File: src/rtl/mips_pkg.sv
package mips_pkg;

    // first fetch address after reset
    localparam logic [31:0] reset_vector = 32'hBFC0_0000;

    // memory depths in 32-bit words
    localparam int iram_words = 4096;
    localparam int dram_words = 1024;

    // primary opcodes, instr[31:26]
    localparam logic [5:0] op_special = 6'h00;
    localparam logic [5:0] op_j       = 6'h02;
    localparam logic [5:0] op_beq     = 6'h04;
    localparam logic [5:0] op_bne     = 6'h05;
    localparam logic [5:0] op_addiu   = 6'h09;
    localparam logic [5:0] op_lb      = 6'h20;
    localparam logic [5:0] op_lw      = 6'h23;
    localparam logic [5:0] op_lbu     = 6'h24;
    localparam logic [5:0] op_sb      = 6'h28;
    localparam logic [5:0] op_sh      = 6'h29;
    localparam logic [5:0] op_sw      = 6'h2B;

    // function codes for op_special, instr[5:0]
    localparam logic [5:0] fn_jr   = 6'h08;
    localparam logic [5:0] fn_addu = 6'h21;
    localparam logic [5:0] fn_subu = 6'h23;

    typedef enum logic [1:0] {
        alu_add,
        alu_sub,
        alu_pass_b
    } alu_op_t;

    // access width for loads and stores
    typedef enum logic [1:0] {
        size_byte,
        size_half,
        size_word
    } mem_size_t;

endpackage

File: src/rtl/mips_alu.sv
`timescale 1ns/1ps

module mips_alu (
    input  mips_pkg::alu_op_t op,
    input  logic [31:0]       a,
    input  logic [31:0]       b,
    output logic [31:0]       result
);

    import mips_pkg::*;

    always_comb begin
        case (op)
            alu_add: begin
                result = a + b;
            end
            alu_sub: begin
                // also the branch compare, zero means equal
                result = a - b;
            end
            default: begin
                result = b;
            end
        endcase
    end

endmodule

File: src/rtl/mips_decoder.sv
`timescale 1ns/1ps

module mips_decoder (
    input  logic [31:0]         instr,
    output logic [4:0]          rs,
    output logic [4:0]          rt,
    output logic [4:0]          rd,
    output logic [31:0]         imm_ext,
    output logic [25:0]         jump_index,
    output mips_pkg::alu_op_t   alu_op,
    output logic                use_imm,
    output logic                reg_write,
    output logic                write_rd,
    output logic                mem_read,
    output logic                mem_write,
    output mips_pkg::mem_size_t mem_size,
    output logic                load_unsigned,
    output logic                is_beq,
    output logic                is_bne,
    output logic                is_j,
    output logic                is_jr
);

    import mips_pkg::*;

    logic [5:0] opcode;
    logic [5:0] funct;

    assign opcode = instr[31:26];
    assign funct = instr[5:0];
    assign rs = instr[25:21];
    assign rt = instr[20:16];
    assign rd = instr[15:11];
    assign imm_ext = {{16{instr[15]}}, instr[15:0]};
    assign jump_index = instr[25:0];

    always_comb begin
        // defaults describe a no-op
        alu_op = alu_pass_b;
        use_imm = 1'b0;
        reg_write = 1'b0;
        write_rd = 1'b0;
        mem_read = 1'b0;
        mem_write = 1'b0;
        mem_size = size_word;
        load_unsigned = 1'b0;
        is_beq = 1'b0;
        is_bne = 1'b0;
        is_j = 1'b0;
        is_jr = 1'b0;

        case (opcode)
            op_special: begin
                write_rd = 1'b1;
                case (funct)
                    fn_addu: begin
                        alu_op = alu_add;
                        reg_write = 1'b1;
                    end
                    fn_subu: begin
                        alu_op = alu_sub;
                        reg_write = 1'b1;
                    end
                    fn_jr: begin
                        is_jr = 1'b1;
                    end
                    default: begin
                    end
                endcase
            end
            op_addiu: begin
                alu_op = alu_add;
                use_imm = 1'b1;
                reg_write = 1'b1;
            end
            op_lw, op_lb, op_lbu: begin
                alu_op = alu_add;
                use_imm = 1'b1;
                reg_write = 1'b1;
                mem_read = 1'b1;
                mem_size = (opcode == op_lw) ? size_word : size_byte;
                load_unsigned = (opcode == op_lbu);
            end
            op_sw, op_sh, op_sb: begin
                alu_op = alu_add;
                use_imm = 1'b1;
                mem_write = 1'b1;
                if (opcode == op_sb) begin
                    mem_size = size_byte;
                end else if (opcode == op_sh) begin
                    mem_size = size_half;
                end
            end
            op_beq: begin
                alu_op = alu_sub;
                is_beq = 1'b1;
            end
            op_bne: begin
                alu_op = alu_sub;
                is_bne = 1'b1;
            end
            op_j: begin
                is_j = 1'b1;
            end
            default: begin
            end
        endcase
    end

endmodule

File: src/rtl/mips_regfile.sv
`timescale 1ns/1ps

module mips_regfile (
    input  logic        clk,
    input  logic        rst,
    input  logic [4:0]  read_reg1,
    input  logic [4:0]  read_reg2,
    output logic [31:0] read_data1,
    output logic [31:0] read_data2,
    input  logic        write_enable,
    input  logic [4:0]  write_reg,
    input  logic [31:0] write_data,
    output logic [31:0] register_v0
);

    logic [31:0] regs [0:31];

    assign read_data1 = regs[read_reg1];
    assign read_data2 = regs[read_reg2];

    // v0 is exposed for observing program results
    assign register_v0 = regs[2];

    always_ff @(posedge clk) begin
        if (rst) begin
            for (int i = 0; i < 32; i++) begin
                regs[i] <= '0;
            end
        end else if (write_enable && write_reg != 5'd0) begin
            // r0 is never written so it keeps its reset value of zero
            regs[write_reg] <= write_data;
        end
    end

endmodule

File: src/rtl/mips_cpu.sv
`timescale 1ns/1ps

module mips_cpu (
    input  logic        clk,
    input  logic        rst,
    output logic        active,
    output logic [31:0] register_v0,
    output logic [31:0] instr_address,
    input  logic [31:0] instr_readdata,
    output logic [31:0] data_address,
    output logic        data_write,
    output logic [3:0]  data_byteenable,
    output logic [31:0] data_writedata,
    input  logic [31:0] data_readdata
);

    import mips_pkg::*;

    logic [31:0] pc;
    logic [31:0] next_pc;
    logic [31:0] target_pc;
    logic        started;

    logic [4:0]  rs;
    logic [4:0]  rt;
    logic [4:0]  rd;
    logic [31:0] imm_ext;
    logic [25:0] jump_index;
    alu_op_t     alu_op;
    logic        use_imm;
    logic        reg_write;
    logic        write_rd;
    logic        mem_read;
    logic        mem_write;
    mem_size_t   mem_size;
    logic        load_unsigned;
    logic        is_beq;
    logic        is_bne;
    logic        is_j;
    logic        is_jr;

    logic [31:0] rs_data;
    logic [31:0] rt_data;
    logic [31:0] alu_b;
    logic [31:0] alu_result;
    logic        branch_taken;
    logic [1:0]  byte_off;
    logic [7:0]  load_byte;
    logic [15:0] load_half;
    logic [31:0] load_value;
    logic [31:0] write_data;

    mips_decoder u_decoder (
        .instr         (instr_readdata),
        .rs            (rs),
        .rt            (rt),
        .rd            (rd),
        .imm_ext       (imm_ext),
        .jump_index    (jump_index),
        .alu_op        (alu_op),
        .use_imm       (use_imm),
        .reg_write     (reg_write),
        .write_rd      (write_rd),
        .mem_read      (mem_read),
        .mem_write     (mem_write),
        .mem_size      (mem_size),
        .load_unsigned (load_unsigned),
        .is_beq        (is_beq),
        .is_bne        (is_bne),
        .is_j          (is_j),
        .is_jr         (is_jr)
    );

    mips_regfile u_regfile (
        .clk          (clk),
        .rst          (rst),
        .read_reg1    (rs),
        .read_reg2    (rt),
        .read_data1   (rs_data),
        .read_data2   (rt_data),
        .write_enable (active && reg_write),
        .write_reg    (write_rd ? rd : rt),
        .write_data   (write_data),
        .register_v0  (register_v0)
    );

    assign alu_b = use_imm ? imm_ext : rt_data;

    mips_alu u_alu (
        .op     (alu_op),
        .a      (rs_data),
        .b      (alu_b),
        .result (alu_result)
    );

    // fetching from address zero means the program has ended
    assign active = started && (pc != 32'd0);
    assign instr_address = pc;

    assign branch_taken = (is_beq && alu_result == 32'd0) || (is_bne && alu_result != 32'd0);

    // next_pc already points at the delay slot, so targets are based on it
    always_comb begin
        if (is_jr) begin
            target_pc = rs_data;
        end else if (is_j) begin
            target_pc = {next_pc[31:28], jump_index, 2'b00};
        end else if (branch_taken) begin
            target_pc = next_pc + {imm_ext[29:0], 2'b00};
        end else begin
            target_pc = next_pc + 32'd4;
        end
    end

    always_ff @(posedge clk) begin
        if (rst) begin
            pc <= reset_vector;
            next_pc <= reset_vector + 32'd4;
            started <= 1'b0;
        end else begin
            started <= 1'b1;
            if (active) begin
                pc <= next_pc;
                next_pc <= target_pc;
            end
        end
    end

    assign data_address = alu_result;
    assign data_write = active && mem_write;
    assign byte_off = alu_result[1:0];

    // store lane steering, data is replicated so the enables pick the lane
    always_comb begin
        case (mem_size)
            size_byte: begin
                data_writedata = {4{rt_data[7:0]}};
                data_byteenable = 4'b0001 << byte_off;
            end
            size_half: begin
                data_writedata = {2{rt_data[15:0]}};
                data_byteenable = byte_off[1] ? 4'b1100 : 4'b0011;
            end
            default: begin
                data_writedata = rt_data;
                data_byteenable = 4'b1111;
            end
        endcase
    end

    // load extraction with sign or zero extension
    assign load_byte = data_readdata[8*byte_off +: 8];
    assign load_half = byte_off[1] ? data_readdata[31:16] : data_readdata[15:0];

    always_comb begin
        case (mem_size)
            size_byte: begin
                load_value = {{24{load_byte[7] && !load_unsigned}}, load_byte};
            end
            size_half: begin
                load_value = {{16{load_half[15] && !load_unsigned}}, load_half};
            end
            default: begin
                load_value = data_readdata;
            end
        endcase
    end

    assign write_data = mem_read ? load_value : alu_result;

endmodule

File: config.mk
export PLATFORM = sky130hd
export DESIGN_NAME = mips_cpu
export DESIGN_NICKNAME = d
export VERILOG_FILES = /design/src/rtl/mips_pkg.sv /design/src/rtl/mips_alu.sv /design/src/rtl/mips_decoder.sv /design/src/rtl/mips_regfile.sv /design/src/rtl/mips_cpu.sv
export SDC_FILE = /design/constraint.sdc
export NUM_CORES = 2
export LEC_CHECK = 0
export ABC_CLOCK_PERIOD_IN_PS = 30800
export BUFFER_PORTS_ARGS = -buffer_cell sky130_fd_sc_hd__buf_2
export CAP_MARGIN = 20
export CORE_AREA = 2 2 335 337
export CTS_CLUSTER_DIAMETER = 30
export DETAILED_ROUTE_END_ITERATION = 7
export DIE_AREA = 0 0 337 339
export GPL_ROUTABILITY_DRIVEN = 1
export MAX_ROUTING_LAYER = met4
export PLACE_DENSITY_LB_ADDON = 0.1
export SYNTH_ARGS = -nofsm -noshare
export SYNTH_HDL_FRONTEND = slang
export SYNTH_SLANG_ARGS = --single-unit
File: constraint.sdc
create_clock -name clk -period 30.8 [get_ports clk]
set_input_delay 6.16 -clock clk [delete_from_list [all_inputs] [get_ports clk]]
set_output_delay 6.16 -clock clk [all_outputs]
set_load 0.05 [all_outputs]
==> summary.md <==
| Metric | Value |
|---|---|
| Nets | 5095 |
| Post-Route WL | 242000 µm |
| Most common cell after layout, fill and taps aside | nor2_1 |
| Initial antenna violation count | 12 |
| CP peak stage delay | 0.88 ns |
| Layout area overhead | 18.1% |
| Post-synth EDFFs | 1024 |
| CTS Buf Count | 231 |
| Buffers added on ports | 199 |
| CP arrival | 15.37 ns |
| Ys flop type | edfxtp_1 |
| Min-delay worst type | reg -> reg |
| # DRC | 0 |
| Slew @ Worst Pin | 1.19 ns |
| Clk_skew | 0.0804 ns |
| Slew HR | 19.7% |
| Yosys warning count | 0 |
| Worst R2R End | next_pc[31] |
| Grt ovf | 0 |
| Vias in the first global route | 45300 |
| Cts hold-fix bufs | 0 |
| Post-Syn Area | 60400 µm² |
| Status | completed |
| Vias per Instance | 7.07 |
| CP max-delay cell | buf_4 |
| Clk slew on worst S/H paths | 0.05 ns |
| DIE AREA | 114000 µm² |
| Core area | 110000 µm² |
| Postcts setup bufs | 0 |
| WL per Instance | 36.2 µm |
| Post-synthesis mux area share | 22.5% |
| Setup TNS | 0 ns |
| Grt met3 use | 15.7% |
| H-tree depth | 4 |
| Largest net degree at the start of global routing | 133 |
| Boundary Pins | 200 |
| Post-route ant nets | 0 |
| Num rows | 122 |
| Commonest cells after routing, fill and taps aside | nor2_1, edfxtp_1, mux4_2 |
| Syn Inst Count | 4804 |
| Total number of vias | 47200 |
| RePlAce Congestion | 1.01 |
| Hold Crit Depth | 2 |
| WP data required | 24.64 ns |
| Seq/Total Area, Yosys | 53.1% |
| Global route hottest layer | met2 |
| Hold_ws | 0.428 ns |
| Post-layout min period | 21.53 ns |
| R2r setup slk | 18.84 ns |
| Avg Inst Size Synth | 12.6 µm² |
| Synth Area in XOR/XNOR | 1.09% |
| Pins Over Slew Limit | 0 |
| First-pass GRT wire length | 335000 µm |
| Die Ht | 339 µm |
| FMAX | 46.5 MHz |
| Dpl hpwl | 142000 µm |
| Area share of fa/ha/maj cells after synthesis | 1.33% |
| Layout cells sized above 1 | 26.7% |
| Hold Vio Cnt, Final | 0 |
| Die Wd | 337 µm |
| Critical path launch point type | input port |
| Setup CP Type | in -> out |
| RSZ-0062 raised after global routing | false |
| Largest family of logic cells by synthesized area | multiplexers |
| Drt first-iter violations | 7862 |
| Synth Area in Compound Gates | 6.76% |
| FFs w/ async S/R, synth | 0% |
| Final period util | 69.9% |
| Tot Pwr | 5.08 mW |
| Total track usage | 43.5% |
| Starting Density | 54.7% |
| Synthesis-stage register bit count | 1089 |
| P_leak | 26.4 nW |
| Hold Path Sink | instr_address[4] |
| Resize count post-CTS | 0 |
| CTS sink cnt | 1089 |
| Clk root buf | clkbuf_16 |
| Drt pass-1 iters | 6 |
| Hold Startpoint | next_pc[4] |
| Crit end category | output port |
| Distinct cells, synth | 87 |
| Met1 Use GR | 55.6% |
| VDD IR max | 0.0545 mV |
| Met2 Use GR | 60.1% |
| R2r startpoint | u_regfile.regs[9][2] |
| Max Buffers Root-to-Sink | 3 |
| Maxcap violations | 0 |
| Worst reg2reg path depth | 43 |
| Setup violations, final | 0 |
| CTS tree | done |
| Largest fanout on the critical path | 58 |
| Synth Area in Simple Gates | 11.8% |
| Clock Latency Late Sink | 0.86 ns |
| Power Density | 71.3 nW/µm² |
-- cell usage after synthesis, types with 10 or more instances --
cell	number	area, µm²
a211oi_1	12	90.1
or3_1	10	62.6
o22ai_1	43	269
mux4_2	491	11100
a21oi_1	167	836
nand3_1	59	295
dfxtp_1	65	1300
edfxtp_1	1024	30700
and3_1	10	62.6
nand2_1	318	1190
clkbuf_1	314	1180
nor2b_1	21	131
o21a_1	10	75.1
xnor2_1	45	394
nor3_1	36	180
buf_6	12	135
xor2_1	30	263
nor2_1	1135	4260
o21bai_1	10	75.1
a31oi_1	17	106
a22oi_1	108	811
buf_2	42	210
and2_1	21	131
nor4_1	27	169
inv_1	40	150
buf_4	20	150
a221oi_1	30	263
nand2b_1	20	125
mux2_2	46	518
ha_1	61	763
a21o_1	33	248
mux2i_1	201	2010
o21ai_0	134	671
nand4_1	17	106
buf_1	45	169
-- per-stage QoR --
stage / utilization [%] / setup slack [ns] / area, µm² / std cells
2_1_floorplan: - / 11.08 / 60500 / 4835
3_3_place_gp: 57.1 / 9.49 / 63000 / 6214
3_5_place_dp: 57.2 / 9.47 / 63100 / 6220
4_1_cts: 64.6 / 9.44 / 71200 / 6655
5_1_grt: 64.6 / 8.75 / 71300 / 6667
6_report: 64.6 / 9.27 / 71300 / 6667
-- worst max-delay path by stage --
stage,from,to,slack [ns],depth (start not counted)
after floorplan,instr_readdata[17],data_address[30],11.08,25
after global placement,instr_readdata[18],data_address[30],9.49,28
after detailed placement,instr_readdata[18],data_address[30],9.47,28
after CTS,instr_readdata[18],data_address[30],9.44,28
after global routing,instr_readdata[18],data_address[30],8.75,28
final,instr_readdata[18],data_address[30],9.27,28
-- critical path: cells and delay by family --
kind                       cells  cell delay [ns]
adders and majority gates      2             0.63
muxes                          1             0.41
and+or+nand+nor               10             2.51
buffers and inverters          6             2.76
xor gates and xnor gates       1             0.15
AOI/OAI and AO/OA              8             2.56
-- cell type report --
| cell class | instances | area [µm²] |
|---|---|---|
| antenna | 11 | 27.5 |
| clock buffer | 263 | 5970 |
| clock inverter | 172 | 2170 |
| fill | 8222 | 39100 |
| inverter | 41 | 154 |
| multi-input combinational | 3269 | 26900 |
| sequential | 1089 | 32100 |
| tap | 1488 | 1860 |
| timing repair buffer | 334 | 2150 |
-- power by group --
group,leakage [nW],internal (mW),switching (mW)
registers,11.1,1.67,0.0315
logic,11.5,0.246,0.583
clock network,3.85,1.68,0.867
total,26.4,3.60,1.48
-- layer usage --
metal / part of all wire, % / routed length [µm] / up-vias
li1: - / - / 18600
met1: 35 / 85600 / 23500
met2: 43 / 103000 / 4138
met3: 15 / 37200 / 910
met4: 6.5 / 15800 / 0
met5: 0 / 0 / -
-- kinds of logic after synthesis --
family / after synthesis
flops: 1089
fa+ha+maj: 63
simple gates: 1722
other cells: 1
xor+xnor: 75
buf+inv: 477
mux: 739
compound gates: 638
-- flip-flops by register name, summed over array words and instances, names as in the netlist --
signal and cells:
started 1, u_regfile.regs 1024, next_pc 32, instr_address 32
No activity file was read; power rests on OpenSTA's default activity.
